==> src/source/div_pkg.sv <==
// Shared definitions for the RV64M divide unit.
// Data word and opcode widths, divide opcodes, iteration counter
// and the divider state encoding.

package div_pkg;

    localparam int XLEN = 64;

    typedef logic [XLEN-1:0] xlen_t;
    typedef logic [7:0]      opcode_t;
    typedef logic [6:0]      count_t;   // Holds 0 to 64.

    // Divide opcodes as carried on the opcode field.
    localparam opcode_t INST_DIV   = 8'h50;
    localparam opcode_t INST_DIVU  = 8'h51;
    localparam opcode_t INST_REM   = 8'h52;
    localparam opcode_t INST_REMU  = 8'h53;
    localparam opcode_t INST_DIVW  = 8'h54;
    localparam opcode_t INST_DIVUW = 8'h55;
    localparam opcode_t INST_REMW  = 8'h56;
    localparam opcode_t INST_REMUW = 8'h57;

    typedef enum logic [1:0] {
        DIV_IDLE = 2'b00,
        DIV_ITER = 2'b01,
        DIV_DONE = 2'b10
    } div_state_e;

endpackage

==> src/source/div_op_decode.sv <==
// Input side of the divide unit.
// Opcode decode, word narrowing, operand magnitudes, result sign
// flags and the accept strobe.

`timescale 1ns/1ps

module div_op_decode (
    input  div_pkg::opcode_t inst_opcode,
    input  div_pkg::xlen_t   dividend,
    input  div_pkg::xlen_t   divisor,
    input  logic             div_ready,
    input  logic             div_busy,
    output logic             accept,
    output div_pkg::xlen_t   abs_dividend,
    output div_pkg::xlen_t   abs_divisor,
    output div_pkg::xlen_t   raw_dividend,
    output logic             neg_quot,
    output logic             neg_rem,
    output logic             div_zero,
    output logic             op_rem,
    output logic             op_word
);
    import div_pkg::*;

    logic  is_div_op;
    logic  op_signed;
    xlen_t nar_dividend;
    xlen_t nar_divisor;

    assign op_signed = (inst_opcode == INST_DIV)  || (inst_opcode == INST_REM) ||
                       (inst_opcode == INST_DIVW) || (inst_opcode == INST_REMW);
    assign op_word   = (inst_opcode == INST_DIVW) || (inst_opcode == INST_DIVUW) ||
                       (inst_opcode == INST_REMW) || (inst_opcode == INST_REMUW);
    assign op_rem    = (inst_opcode == INST_REM)  || (inst_opcode == INST_REMU) ||
                       (inst_opcode == INST_REMW) || (inst_opcode == INST_REMUW);
    assign is_div_op = op_signed || op_word || op_rem || (inst_opcode == INST_DIVU);

    assign accept = div_ready && !div_busy && is_div_op;

    // W forms keep bit 31 as the sign of the whole word.
    always_comb begin
        nar_dividend = dividend;
        nar_divisor  = divisor;
        if (op_word) begin
            nar_dividend = {{32{op_signed & dividend[31]}}, dividend[31:0]};
            nar_divisor  = {{32{op_signed & divisor[31]}}, divisor[31:0]};
        end
    end

    // Most negative value maps onto 2^63 as an unsigned magnitude.
    assign abs_dividend = (op_signed && nar_dividend[XLEN-1]) ? -nar_dividend : nar_dividend;
    assign abs_divisor  = (op_signed && nar_divisor[XLEN-1])  ? -nar_divisor  : nar_divisor;

    assign neg_quot     = op_signed && (nar_dividend[XLEN-1] ^ nar_divisor[XLEN-1]);
    assign neg_rem      = op_signed && nar_dividend[XLEN-1];   // Remainder follows dividend.
    assign div_zero     = (nar_divisor == '0);
    assign raw_dividend = nar_dividend;

endmodule

==> src/source/div_iter_core.sv <==
// Processing part of the divide unit.
// Restoring shift-subtract divider producing one quotient bit per
// clock, with its control FSM and busy and done flags.

`timescale 1ns/1ps

module div_iter_core (
    input  logic           clk,
    input  logic           rst_n,
    input  logic           accept,
    input  div_pkg::xlen_t abs_dividend,
    input  div_pkg::xlen_t abs_divisor,
    output logic           div_busy,
    output logic           core_done,
    output div_pkg::xlen_t quotient,
    output div_pkg::xlen_t remainder
);
    import div_pkg::*;

    div_state_e state_q;
    div_state_e state_d;
    count_t     count_q;
    xlen_t      quo_q;
    xlen_t      rem_q;
    xlen_t      dsr_q;

    logic [XLEN:0] shifted;
    logic [XLEN:0] diff;
    logic          fits;
    logic          last_iter;

    // One restoring step on the current partial remainder.
    assign shifted = {rem_q, quo_q[XLEN-1]};
    assign diff    = shifted - {1'b0, dsr_q};
    assign fits    = (shifted >= {1'b0, dsr_q});

    assign last_iter = (count_q == count_t'(XLEN - 1));

    always_comb begin
        state_d = state_q;
        case (state_q)
            DIV_IDLE: begin
                if (accept) begin
                    state_d = DIV_ITER;
                end
            end
            DIV_ITER: begin
                if (last_iter) begin
                    state_d = DIV_DONE;
                end
            end
            DIV_DONE: begin
                state_d = DIV_IDLE;     // Result is taken this cycle.
            end
            default: begin
                state_d = DIV_IDLE;
            end
        endcase
    end

    always_ff @(posedge clk) begin
        if (!rst_n) begin
            state_q <= DIV_IDLE;
            count_q <= '0;
        end else begin
            state_q <= state_d;
            if (state_q == DIV_IDLE) begin
                count_q <= '0;
            end else if (state_q == DIV_ITER) begin
                count_q <= count_q + count_t'(1);
            end
        end
    end

    // Datapath.
    always_ff @(posedge clk) begin
        if (state_q == DIV_IDLE) begin
            if (accept) begin
                quo_q <= abs_dividend;  // Dividend bits shift out as quotient bits enter.
                rem_q <= '0;
                dsr_q <= abs_divisor;
            end
        end else if (state_q == DIV_ITER) begin
            if (fits) begin
                rem_q <= diff[XLEN-1:0];
                quo_q <= {quo_q[XLEN-2:0], 1'b1};
            end else begin
                rem_q <= shifted[XLEN-1:0];
                quo_q <= {quo_q[XLEN-2:0], 1'b0};
            end
        end
    end

    assign div_busy  = (state_q != DIV_IDLE);
    assign core_done = (state_q == DIV_DONE);
    assign quotient  = quo_q;
    assign remainder = rem_q;

endmodule

==> src/source/div_result_fix.sv <==
// Output side of the divide unit.
// Latches the operation flags, applies result signs and the
// divide-by-zero rule, selects and registers the result.

`timescale 1ns/1ps

module div_result_fix (
    input  logic           clk,
    input  logic           rst_n,
    input  logic           accept,
    input  logic           neg_quot,
    input  logic           neg_rem,
    input  logic           div_zero,
    input  logic           op_rem,
    input  logic           op_word,
    input  div_pkg::xlen_t raw_dividend,
    input  logic           core_done,
    input  div_pkg::xlen_t quotient,
    input  div_pkg::xlen_t remainder,
    output div_pkg::xlen_t div_rem_data,
    output logic           div_finish
);
    import div_pkg::*;

    logic  neg_quot_q;
    logic  neg_rem_q;
    logic  div_zero_q;
    logic  op_rem_q;
    logic  op_word_q;
    xlen_t raw_dividend_q;

    xlen_t quot_fix;
    xlen_t rem_fix;
    xlen_t sel;
    xlen_t result;

    always_ff @(posedge clk) begin
        if (accept) begin
            neg_quot_q     <= neg_quot;
            neg_rem_q      <= neg_rem;
            div_zero_q     <= div_zero;
            op_rem_q       <= op_rem;
            op_word_q      <= op_word;
            raw_dividend_q <= raw_dividend;
        end
    end

    // Overflow case falls out of the negation. 2^63 negates to itself.
    assign quot_fix = div_zero_q ? '1 : (neg_quot_q ? -quotient : quotient);
    assign rem_fix  = div_zero_q ? raw_dividend_q : (neg_rem_q ? -remainder : remainder);
    assign sel      = op_rem_q ? rem_fix : quot_fix;
    assign result   = op_word_q ? {{32{sel[31]}}, sel[31:0]} : sel;

    always_ff @(posedge clk) begin
        if (!rst_n) begin
            div_rem_data <= '0;
            div_finish   <= 1'b0;
        end else begin
            div_finish <= core_done;
            if (core_done) begin
                div_rem_data <= result;     // Held until the next finish.
            end
        end
    end

endmodule

==> src/source/div_unit.sv <==
// Top level of the RV64M iterative divide unit.
// Connects the opcode decoder, the restoring divider core and the
// result correction stage.

`timescale 1ns/1ps

module div_unit (
    input  logic             clk,
    input  logic             rst_n,
    input  div_pkg::xlen_t   dividend,
    input  div_pkg::xlen_t   divisor,
    input  div_pkg::opcode_t inst_opcode,
    input  logic             div_ready,
    output logic             div_busy,
    output div_pkg::xlen_t   div_rem_data,
    output logic             div_finish
);
    import div_pkg::*;

    logic  accept;
    logic  neg_quot;
    logic  neg_rem;
    logic  div_zero;
    logic  op_rem;
    logic  op_word;
    logic  core_done;
    xlen_t abs_dividend;
    xlen_t abs_divisor;
    xlen_t raw_dividend;
    xlen_t quotient;
    xlen_t remainder;

    div_op_decode u_decode (
        .inst_opcode  (inst_opcode),
        .dividend     (dividend),
        .divisor      (divisor),
        .div_ready    (div_ready),
        .div_busy     (div_busy),
        .accept       (accept),
        .abs_dividend (abs_dividend),
        .abs_divisor  (abs_divisor),
        .raw_dividend (raw_dividend),
        .neg_quot     (neg_quot),
        .neg_rem      (neg_rem),
        .div_zero     (div_zero),
        .op_rem       (op_rem),
        .op_word      (op_word)
    );

    div_iter_core u_core (
        .clk          (clk),
        .rst_n        (rst_n),
        .accept       (accept),
        .abs_dividend (abs_dividend),
        .abs_divisor  (abs_divisor),
        .div_busy     (div_busy),
        .core_done    (core_done),
        .quotient     (quotient),
        .remainder    (remainder)
    );

    div_result_fix u_fix (
        .clk          (clk),
        .rst_n        (rst_n),
        .accept       (accept),
        .neg_quot     (neg_quot),
        .neg_rem      (neg_rem),
        .div_zero     (div_zero),
        .op_rem       (op_rem),
        .op_word      (op_word),
        .raw_dividend (raw_dividend),
        .core_done    (core_done),
        .quotient     (quotient),
        .remainder    (remainder),
        .div_rem_data (div_rem_data),
        .div_finish   (div_finish)
    );

endmodule

==> config.mk <==
export PLATFORM = sky130hd
export DESIGN_NAME = div_unit
export DESIGN_NICKNAME = d
export VERILOG_FILES = /design/src/source/div_pkg.sv /design/src/source/div_op_decode.sv /design/src/source/div_iter_core.sv /design/src/source/div_result_fix.sv /design/src/source/div_unit.sv
export SDC_FILE = /design/constraint.sdc
export NUM_CORES = 1
export LEC_CHECK = 0
export BUFFER_PORTS_ARGS = -buffer_cell sky130_fd_sc_hd__buf_2
export CELL_PAD_IN_SITES_DETAIL_PLACEMENT = 1
export CELL_PAD_IN_SITES_GLOBAL_PLACEMENT = 1
export CORE_MARGIN = 2
export CORE_UTILIZATION = 47
export DETAILED_ROUTE_END_ITERATION = 10
export PLACE_DENSITY = 0.88
export SLEW_MARGIN = 5
export SYNTH_ARGS = -nofsm -noshare
export SYNTH_HDL_FRONTEND = slang
export SYNTH_SLANG_ARGS = --single-unit
==> constraint.sdc <==
create_clock -name clk -period 4.7 [get_ports clk]
set_input_delay 0.705 -clock clk [delete_from_list [all_inputs] [get_ports clk]]
set_output_delay 0.705 -clock clk [all_outputs]
set_load 0.01 [all_outputs]
==> results of run 1 <==
cells by family (layout without fill, tap and decap cells):
group	Yosys count	in the layout	share of synthesized area, %
simple gates	976	976	19.3
compound gates	817	817	21.6
flops	335	335	39.3
xor+xnor	302	302	11.1
buf+inv	259	453	4.14
fa+ha+maj	70	70	3.72
mux	19	19	0.812
other cells	0	2	0
sequential cells by signal (all words and copies together), names as in the netlist:
signal,flops
u_core.dsr_q,64
u_core.quotient,64
u_core.remainder,64
u_fix.div_rem_data,64
u_fix.raw_dividend_q,64
u_core.count_q,7
u_core.state_q,2
u_fix.div_finish,1
u_fix.div_zero_q,1
u_fix.neg_quot_q,1
u_fix.neg_rem_q,1
u_fix.op_rem_q,1
u_fix.op_word_q,1
worst register-to-register path, stage by stage, from the launching register on:
cell and delay (ns):
edfxtp_1 0.49, ha_1 0.42, nand3_1 0.20, o21bai_1 0.19, a21oi_1 0.17, o31ai_1 0.37
buf_4 0.20, a21oi_1 0.13, a211oi_1 0.49, nor4_1 0.16, or3_2 0.65, buf_12 0.25
nor2_1 0.18, a211oi_1 0.07
worst min-delay path by stage:
stage,endpoint,cells past startpoint
2_1_floorplan,u_core.state_q[1]$_SDFFE_PN0P_,1
6_report,u_fix.raw_dividend_q[15]$_DFFE_PP_,1
5_1_grt,u_fix.raw_dividend_q[15]$_DFFE_PP_,1
3_5_place_dp,u_fix.div_rem_data[48]$_SDFFE_PN0P_,1
3_3_place_gp,u_core.state_q[1]$_SDFFE_PN0P_,1
4_1_cts,u_fix.raw_dividend_q[15]$_DFFE_PP_,1
final cells by class:
cell class	instances	area, um^2
clock buffers	56	1160
flip-flops and latches	335	9320
multi-input cells	2184	13500
inverters	108	407
repair buffers	273	1580
diodes	2	5.00
well taps	672	841
clock inverters	16	198
fillers	5953	23000
power by group through the flow:
stage          combinational (mW)  sequential (mW)  clock [mW]
6_report                    0.514             3.24        3.27
5_1_grt                     0.556             3.24        3.40
4_1_cts                     0.504             3.24        3.29
3_5_place_dp                0.499             3.30           0
3_3_place_gp                0.481             3.30           0
2_1_floorplan               0.276             3.30           0
synth_stat cells (all sizes together) (64+ instances only):
| cell type | n | share of area, % |
|---|---|---|
| a21oi | 261 | 5.5 |
| clkbuf | 133 | 2.1 |
| dfxtp | 74 | 6.2 |
| edfxtp | 261 | 33 |
| ha | 69 | 3.6 |
| inv | 106 | 1.7 |
| nand2 | 418 | 6.6 |
| nor2 | 202 | 3.2 |
| o21ai | 199 | 4.2 |
| o31ai | 64 | 2.1 |
| xnor2 | 178 | 6.6 |
| xor2 | 124 | 4.6 |
through the flow:
| step | cells | worst slack, ns | hold WS (ns) | utilization, % | cell area [um^2] |
|---|---|---|---|---|---|
| after floorplan | 2778 | 0.418 | 0.423 | - | 23700 |
| after global placement | 3572 | 0.468 | 0.432 | 51.3 | 25600 |
| after detailed placement | 3572 | 0.436 | 0.450 | 51.3 | 25600 |
| after CTS | 3644 | 0.471 | 0.323 | 54.0 | 27000 |
| after global routing | 3645 | 0.271 | 0.326 | 54.0 | 27000 |
| final | 3646 | 0.445 | 0.342 | 54.0 | 27000 |
metal layers:
layer / GRT usage, % / part of all wire [%] / wire length [um]
met1: 44.2 / 43 / 37500
met2: 53.8 / 47 / 40700
met3: 4.95 / 7.3 / 6380
met4: 10.0 / 2.9 / 2550
met5: 0 / 0 / 0
==> impl_metrics.py, run 1 <==
metrics = {
    "status": {
        "outcome": "completed",
    },
    "route": {
        "routed_wl_mm": 87.1,
        "initialDrtViolationCount": 2010,
        "antenna_left": 0,
        "routedWlPerCell_um": 23.9,
        "via_count": 22800,
        "drc": 0,
        "routed_via_density": 6.24,
        "drt_first_pass_iters": 5,
    },
    "timing": {
        "rsz0062_at_grt": "false",
        "setup_tns_ns": 0,
        "fmax_mhz": 235,
        "skew_ns": 0.0260,
        "relSlewSlack_pct": 34.9,
        "period_share_pct": 90.5,
        "tightestPinTransition_ns": 0.977,
        "finalSetupViolations": 0,
        "hold_violations": 0,
        "fin_crit_ns": 4.26,
        "drv_slew": 0,
    },
    "final_layout": {
        "final_cell_mix": "nand2_1, edfxtp_1, a21oi_1, buf_2, nor2_1",
        "final_common_cell": "nand2_1",
        "drive_above_1_share_pct": 12.8,
        "area_growth_syn_to_layout_pct": 13.7,
        "fin_nets": 3150,
    },
    "pwr": {
        "clkPwrFrac_pct": 46.5,
        "p_per_area_nw_per_um2": 260,
        "p_leak_nw": 10.0,
        "intPower_mw": 5.35,
        "vdd_drop_max_uv": 208,
        "seqPwrFrac_pct": 46.1,
        "p_sw_mw": 1.68,
        "swShare_pct": 23.9,
        "power_mw": 7.03,
        "power_frac_comb_pct": 7.3,
    },
    "critical_path": {
        "worstSetupStartpointType": "flop",
        "critPathBufInv": 2,
        "r2r_slack_ns": 0.44,
        "cp.depth": 13,
        "worstPathMaxFanout": 51,
        "regToRegStartpoint": "u_core.remainder[2]$_SDFFCE_PP0P_",
        "worstPathArrival_ns": 4.54,
        "crit_start": "u_core.remainder[2]$_SDFFCE_PP0P_",
        "crit_chain": "ha_1, nand3_1, o21bai_1, a21oi_1, o31ai_1, buf_4, a21oi_1, a211oi_1, nor4_1, or3_2, buf_12, nor2_1, a211oi_1",
        "cp-endpoint": "u_core.remainder[13]$_SDFFCE_PP0P_",
        "reg2reg_depth": 13,
        "max_stage_delay_ns": 0.65,
        "worst-setup-path-type": "reg -> reg",
        "slowest_stage": "or3_2",
        "crit_family": "compound AO/OA/AOI/OAI gates",
        "worstReg2RegEnd": "u_core.remainder[13]$_SDFFCE_PP0P_",
        "cp.required_ns": 4.98,
        "cp-end-kind": "flop",
    },
    "placed_design": {
        "gp_congestion": 0.996,
        "port_buffers": 204,
        "dpl.hpwl_mm": 66.1,
    },
    "global_route": {
        "grt_pass1_wl_mm": 135,
        "gr-total-overflow": 0,
        "grt_max_degree": 68,
        "globalRouteTotalUtil_pct": 32.6,
        "grt_pass1_vias": 22900,
        "antenna_found_initial": 2,
    },
    "worst_hold_path": {
        "hp-class": "in -> reg",
        "min-delay-start": "dividend[15]",
    },
    "cts": {
        "cts-hold-fix-buffers": 0,
        "root_buffer": "clkbuf_16",
        "htree_levels": 2,
        "insertion_delay_ns": 0.58,
        "clk_pin_slew_worst_paths_ns": 0.06,
        "cts.sinks": 335,
        "max-clock-path-buffers": 3,
        "cts_made_buffers": 39,
        "cts_setup_buffers": 0,
        "cts_tree": "yes",
        "cts_resized": 0,
    },
    "synth": {
        "synth_edf_count": 261,
        "syn_area_um2": 23700,
        "synthCells": 2778,
        "synthArstFlopShare_pct": 0,
        "ys_warn_count": 0,
        "ys_ff_latch": 335,
        "syn_avg_cell_area_um2": 8.54,
        "ys_seq_area_share_pct": 39.3,
        "synth_fp_nets": 2987,
        "ys_types": 75,
        "synthFlopType": "edfxtp_1",
    },
    "floorplanning": {
        "dieArea_um2": 52300,
        "ios": 205,
        "die_y_um": 229,
        "fp.dieW_um": 229,
        "core_um2": 50000,
        "fp-row-count": 82,
        "initial_core_util_pct": 47.5,
    },
    "flow_run": {
        "maxCapViolCount": 0,
    },
}
No activity file was read; power rests on OpenSTA's default activity.
==> run 2, diff against run 1 <==
--- a/config.mk
+++ b/config.mk
@@ -12,7 +12,7 @@
 export CORE_UTILIZATION = 47
 export DETAILED_ROUTE_END_ITERATION = 10
 export PLACE_DENSITY = 0.88
-export SLEW_MARGIN = 5
+export SLEW_MARGIN = 20
 export SYNTH_ARGS = -nofsm -noshare
 export SYNTH_HDL_FRONTEND = slang
 export SYNTH_SLANG_ARGS = --single-unit
==> constraint.sdc (replaced) <==
create_clock -name clk -period 4.1 [get_ports clk]
set_input_delay 0.615 -clock clk [delete_from_list [all_inputs] [get_ports clk]]
set_output_delay 0.615 -clock clk [all_outputs]
set_load 0.01 [all_outputs]
==> run 2 against run 1 <==
Effect of this change:
- power grew 16%
- via count up 2.8%
- clock skew fell by 0.0021 ns
- highest routed layer unchanged
- count of clock-buffer cells in the layout unchanged
- final cell count up 3.6%
- first-iteration DRC count up 7.9%
- register-to-register slack lost 0.31 ns
- combinational power grew 23%
- critical path type unchanged
- utilization increased by 2.1 points
==> impl_metrics.py, run 2 (same netlist as run 1, synthesis figures left out) <==
metrics = {
    "critical_path": {
        "worstPathArrival_ns": 4.47,
        "slowest_stage": "or4_4",
        "crit_start": "u_core.quotient[3]$_DFFE_PP_",
        "crit_family": "simple AND/OR/NAND/NOR gates",
        "crit_chain": "or3_4, or4_4, or4_4, or3b_4, or3b_4, o31ai_4, xnor2_1, nor2_1, or4_1, a21oi_1",
        "regToRegStartpoint": "u_core.quotient[3]$_DFFE_PP_",
        "r2r_slack_ns": 0.13,
        "worstReg2RegEnd": "u_fix.div_rem_data[51]$_SDFFE_PN0P_",
        "worstSetupStartpointType": "flop",
        "max_stage_delay_ns": 0.59,
        "reg2reg_depth": 10,
        "worst-setup-path-type": "reg -> reg",
        "critPathBufInv": 0,
        "cp.required_ns": 4.60,
        "cp-end-kind": "flop",
        "worstPathMaxFanout": 6,
    },
    "cts": {
        "cts_tree": "yes",
        "insertion_delay_ns": 0.59,
        "clk_pin_slew_worst_paths_ns": 0.06,
        "cts-hold-fix-buffers": 0,
        "cts.sinks": 335,
        "cts_made_buffers": 41,
        "root_buffer": "clkbuf_16",
        "max-clock-path-buffers": 3,
        "htree_levels": 2,
    },
    "timing": {
        "fin_crit_ns": 3.97,
        "finalSetupViolations": 0,
        "period_share_pct": 96.7,
        "fin_ws_ns": 0.134,
        "hold_violations": 0,
        "setup_tns_ns": 0,
        "skew_ns": 0.0239,
        "fmax_mhz": 252,
        "tightestPinTransition_ns": 1.05,
        "hold_ws_ns": 0.264,
        "rsz0062_at_grt": "false",
        "drv_slew": 0,
        "relSlewSlack_pct": 29.8,
    },
    "route": {
        "antenna_left": 0,
        "via_count": 23400,
        "drt_first_pass_iters": 6,
        "routed_via_density": 6.19,
        "routed_wl_mm": 91.9,
        "initialDrtViolationCount": 2169,
        "drc": 0,
        "routedWlPerCell_um": 24.3,
    },
    "final_layout": {
        "fin_cells": 3777,
        "final_cell_mix": "nand2_1, edfxtp_1, a21oi_1, buf_2, nor2_1",
        "design_area_um2": 28000,
        "area_growth_syn_to_layout_pct": 18.2,
        "fin_nets": 3280,
        "final_common_cell": "nand2_1",
        "drive_above_1_share_pct": 16.6,
        "final_util_pct": 56.1,
    },
    "pwr": {
        "power_mw": 8.15,
        "vdd_drop_max_uv": 256,
        "p_leak_nw": 10.7,
        "p_per_area_nw_per_um2": 291,
    },
    "floorplanning": {
        "fp-row-count": 82,
        "die_y_um": 229,
        "initial_core_util_pct": 47.5,
        "ios": 205,
        "core_um2": 50000,
        "dieArea_um2": 52300,
        "fp.dieW_um": 229,
    },
    "global_route": {
        "gr-total-overflow": 0,
        "grt_pass1_vias": 24000,
        "antenna_found_initial": 0,
        "globalRouteTotalUtil_pct": 34.3,
        "grt_pass1_wl_mm": 141,
        "grt_max_degree": 69,
    },
    "placed_design": {
        "post-place-ws_ns": -0.679,
        "dpl_cell_area_um2": 26600,
        "port_buffers": 204,
        "gp_congestion": 0.997,
        "dpl.hpwl_mm": 70.2,
        "dp.cells": 3698,
    },
    "flow_run": {
        "maxCapViolCount": 0,
    },
    "worst_hold_path": {
        "hold_path_depth": 1,
        "hold_end": "u_fix.raw_dividend_q[15]$_DFFE_PP_",
        "min-delay-start": "dividend[15]",
        "hp-class": "in -> reg",
    },
    "status": {
        "outcome": "completed",
    },
}
==> run 2: cell count changes in the layout (fill, tap and decap cells not counted), moves of 2 or more <==
cell      delta
buf_4      +122
inv_4        -2
clkbuf_8     +2
o21ai_0      -2
clkinv_1     +2
inv_6        +2
buf_12       +6
==> run 2: timing repair <==
| action | CTS | global route |
|---|---|---|
| cloned | 0 | 0 |
| buffers inserted | 0 | 2 |
| setup endpoints to repair | 1 | 18 |
| gates resized for setup | 1 | 4 |
| pin swaps | 0 | 1 |
| endpoints found under the hold margin | 0 | 0 |
==> run 2: area by class of cell <==
cell class	instances	area, um^2
fill	5967	21900
multi-input combinational	2184	13500
sequential	335	9320
timing repair buffer	401	2610
clock buffer	56	1150
tap	672	841
inverter	108	407
clock inverter	19	221
antenna	2	5.00
==> run 2: metal layers <==
| layer | global-route usage [%] | part of all wire, % |
|---|---|---|
| met4 | 11.2 | 3.1 |
| met3 | 5.23 | 7.3 |
| met1 | 45.4 | 42 |
| met2 | 57.6 | 47 |
| met5 | 0 | 0 |
==> run 2: worst max path at each step <==
stage	end	cells after the start	slack [ns]
5_1_grt	u_fix.div_rem_data[51]$_SDFFE_PN0P_	10	0.006
4_1_cts	u_fix.div_rem_data[51]$_SDFFE_PN0P_	10	0.12
3_5_place_dp	u_core.quotient[63]$_DFFE_PP_	13	-0.68
3_3_place_gp	u_core.quotient[63]$_DFFE_PP_	13	-0.63
6_report	u_fix.div_rem_data[51]$_SDFFE_PN0P_	10	0.13
2_1_floorplan	u_fix.div_rem_data[51]$_SDFFE_PN0P_	10	0.41
==> run 2: worst register-to-register path: cells and delay by family, from the launching register on <==
family,cells,cell delay [ns]
simple gates,7,2.93
flops,1,0.44
compound gates,2,0.35
xor+xnor,1,0.15
==> run 2: power breakdown <==
group          internal [mW]  switching [mW]
combinational          0.238           0.393
clock                   2.23            1.58
sequential              3.68          0.0255
==> run 3, diff against run 2 <==
--- a/config.mk
+++ b/config.mk
@@ -12,7 +12,9 @@
 export CORE_UTILIZATION = 47
 export DETAILED_ROUTE_END_ITERATION = 10
 export PLACE_DENSITY = 0.88
+export RECOVER_POWER = 100
 export SLEW_MARGIN = 20
 export SYNTH_ARGS = -nofsm -noshare
 export SYNTH_HDL_FRONTEND = slang
+export SYNTH_HIERARCHICAL = 1
 export SYNTH_SLANG_ARGS = --single-unit
==> run 3 against run 2 <==
Effect of this change:
- the flow now finishes with violations (capacitance limit, slew limit, setup timing)
- count of clock-buffer cells in the layout shrank 1
- non-clock buffer count is 96 lower
- cell area fell by 2.4%
- utilization fell by 2.9 points
- die area is 3.1% higher
- sequential share of layout area up 0.83 points
- routed wire length is 11% higher
- sequential cell count did not move
- register-to-register slack got worse by 0.13 ns
- synthesized cell count is 2.9% higher
- maximum frequency fell by 3.3%
- global-route usage grew 2.7 points
- critical path type unchanged
- critical endpoint is now u_fix/div_rem_data[50]$_SDFFE_PN0P_
- largest power group is now registers
==> impl_metrics.py, run 3 <==
metrics = {
    "timing": {
        "rsz0062_at_grt": "false",
        "drv_slew": 131,
        "skew_ns": 0.0277,
        "finalSetupViolations": 1,
        "fmax_mhz": 244,
        "hold_violations": 0,
        "fin_crit_ns": 4.10,
        "fin_ws_ns": -0.000890,
        "relSlewSlack_pct": -43.9,
        "tightestPinTransition_ns": 2.16,
        "period_share_pct": 100,
    },
    "cts": {
        "cts-hold-fix-buffers": 0,
        "clk_pin_slew_worst_paths_ns": 0.06,
        "cts_tree": "yes",
        "htree_levels": 2,
        "max-clock-path-buffers": 3,
        "cts_made_buffers": 41,
        "root_buffer": "clkbuf_16",
        "cts.sinks": 335,
        "insertion_delay_ns": 0.59,
    },
    "worst_hold_path": {
        "min-delay-start": "dividend[19]",
        "hp-class": "in -> reg",
    },
    "final_layout": {
        "fin_cells": 3738,
        "fillCellCount": 6161,
        "final_common_cell": "nand2_1",
        "fin_nets": 3228,
        "area_growth_syn_to_layout_pct": 11.7,
        "design_area_um2": 27400,
        "final_cell_mix": "nand2_1, edfxtp_1, nor2_1, a21oi_1, o21ai_0",
        "drive_above_1_share_pct": 10.6,
    },
    "synth": {
        "yosysTopAreaCell": "edfxtp_1",
        "ys_warn_count": 6,
        "synth_area_leaders": "edfxtp_1, nand2_1, dfxtp_1",
        "syn_area_um2": 24500,
        "synth_fp_nets": 3068,
        "synthFlopType": "edfxtp_1",
        "yosysTopAreaCellShare_pct": 32.0,
        "synth_edf_count": 261,
        "ys_ff_latch": 335,
        "syn_avg_cell_area_um2": 8.57,
        "synthArstFlopShare_pct": 0,
        "synthCells": 2859,
        "ys_types": 103,
        "ys_seq_area_share_pct": 38.0,
        "synth_commonest_cells": "nand2_1, edfxtp_1, nor2_1",
        "yosysMostFrequentCell": "nand2_1",
    },
    "floorplanning": {
        "dieArea_um2": 54000,
        "core_um2": 51400,
        "fp-row-count": 83,
        "die_y_um": 232,
        "fp.dieW_um": 232,
        "initial_core_util_pct": 47.6,
        "ios": 205,
    },
    "route": {
        "initialDrtViolationCount": 2591,
        "routed_wl_mm": 102,
        "routed_via_density": 6.50,
        "via_count": 24300,
        "drt_first_pass_iters": 6,
        "antenna_left": 0,
        "routedWlPerCell_um": 27.2,
        "drc": 0,
    },
    "placed_design": {
        "dpl_cell_area_um2": 26300,
        "dp.cells": 3653,
        "gp_congestion": 0.978,
        "dpl.hpwl_mm": 78.0,
        "post-place-ws_ns": 0.0920,
        "port_buffers": 204,
    },
    "critical_path": {
        "worstPathArrival_ns": 4.63,
        "worstPathMaxFanout": 8,
        "worst-setup-path-type": "reg -> reg",
        "crit_start": "u_core/quotient[0]$_DFFE_PP_",
        "cp.required_ns": 4.63,
        "regToRegStartpoint": "u_core/quotient[0]$_DFFE_PP_",
        "worstSetupStartpointType": "flop",
        "cp-end-kind": "flop",
    },
    "pwr": {
        "vdd_drop_max_uv": 259,
        "p_per_area_nw_per_um2": 292,
        "p_leak_nw": 10.6,
    },
    "global_route": {
        "gr-total-overflow": 0,
        "antenna_found_initial": 12,
        "globalRouteTotalUtil_pct": 37.1,
        "grt_max_degree": 79,
        "grt_pass1_wl_mm": 152,
        "grt_pass1_vias": 24400,
    },
    "status": {
        "failed_checks": "capacitance limit, slew limit, setup timing",
        "outcome": "finished, violations left",
    },
    "flow_run": {
        "maxCapViolCount": 4,
    },
}
==> run 3: cell types whose count changed after synthesis, moves of 26 or more <==
| cell | previous run | this run |
|---|---|---|
| nand2_1 | 418 | 453 |
| o21ai_0 | 193 | 160 |
| a21boi_0 | 28 | 2 |
| nor2_1 | 201 | 249 |
| xnor2_1 | 178 | 149 |
| buf_4 | 0 | 38 |
| mux2i_1 | 17 | 52 |
| a21oi_1 | 260 | 198 |
==> run 3: layout make-up <==
| cell class | count | area, um^2 | area share, % |
|---|---|---|---|
| antenna | 7 | 17.5 | 0.0640 |
| clock buffer | 55 | 1150 | 4.20 |
| sequential | 335 | 9320 | 34.1 |
| multi-input combinational | 2224 | 13800 | 50.5 |
| timing repair buffer | 305 | 1630 | 5.95 |
| clock inverter | 20 | 156 | 0.571 |
| tap | 680 | 851 | 3.11 |
| inverter | 112 | 425 | 1.55 |
==> run 3: critical path, cell delays in order (launching register included) <==
cell and delay (ns):
edfxtp_1 0.44, inv_1 0.11, ha_1 0.21, or4b_2 0.73, nor4_4 0.37, nand4_1 0.24
or3_1 0.62, o41ai_2 0.41, xor2_1 0.11, a221oi_1 0.54, o221a_1 0.27
==> run 3: cell families (layout without fill, tap and decap cells) <==
family	after synthesis	count (layout)	share of synthesized area, %
simple gates	1102	1102	21.4
compound gates	722	722	19.3
flops	335	335	38.0
buf+inv	300	492	5.51
xor+xnor	275	275	9.83
fa+ha+maj	70	70	3.61
mux	55	55	2.26
other cells	0	7	0
==> run 3: final timing paths <==
check	endpoint	slack, ns	cells past startpoint
setup reg to reg	u_fix/div_rem_data[50]$_SDFFE_PN0P_	-0.0009	10
hold reg to reg	u_fix/div_rem_data[14]$_SDFFE_PN0P_	0.45	2
setup / recovery	u_fix/div_rem_data[50]$_SDFFE_PN0P_	-0.0009	10
hold / removal	u_fix/raw_dividend_q[19]$_DFFE_PP_	0.31	1
==> run 3: timing repair <==
| action | CTS | global route |
|---|---|---|
| buffers inserted | 0 | 3 |
| gates resized for setup | 0 | 4 |
| endpoints found under the setup margin | 0 | 37 |
==> run 3: routing by layer <==
layer | track usage (%) | wire (um)
met1 | 49.5 | 41700
met4 | 17.6 | 5300
met2 | 57.4 | 45000
met3 | 7.49 | 9640
met5 | 0 | 42
==> run 3: power breakdown <==
part | internal (mW) | total [mW] | leakage [nW] | switching (mW)
Combinational | 0.217 | 0.649 | 7.02 | 0.433
Sequential | 3.69 | 3.72 | 2.97 | 0.0314
Clock | 2.05 | 3.62 | 0.643 | 1.57
Total | 5.95 | 7.99 | 10.6 | 2.03
==> run 3: through the flow <==
| stage | setup TNS [ns] | power (mW) | utilization (%) | hold slack, ns |
|---|---|---|---|---|
| floorplan | -246.71 | 4.13 | - | 0.444 |
| global placement | 0 | 4.40 | 51.2 | 0.427 |
| detailed placement | 0 | 4.42 | 51.2 | 0.441 |
| CTS | 0 | 8.02 | 53.7 | 0.229 |
| global route | 0 | 8.19 | 53.2 | 0.326 |
| finish | -0.000890 | 7.99 | 53.2 | 0.306 |
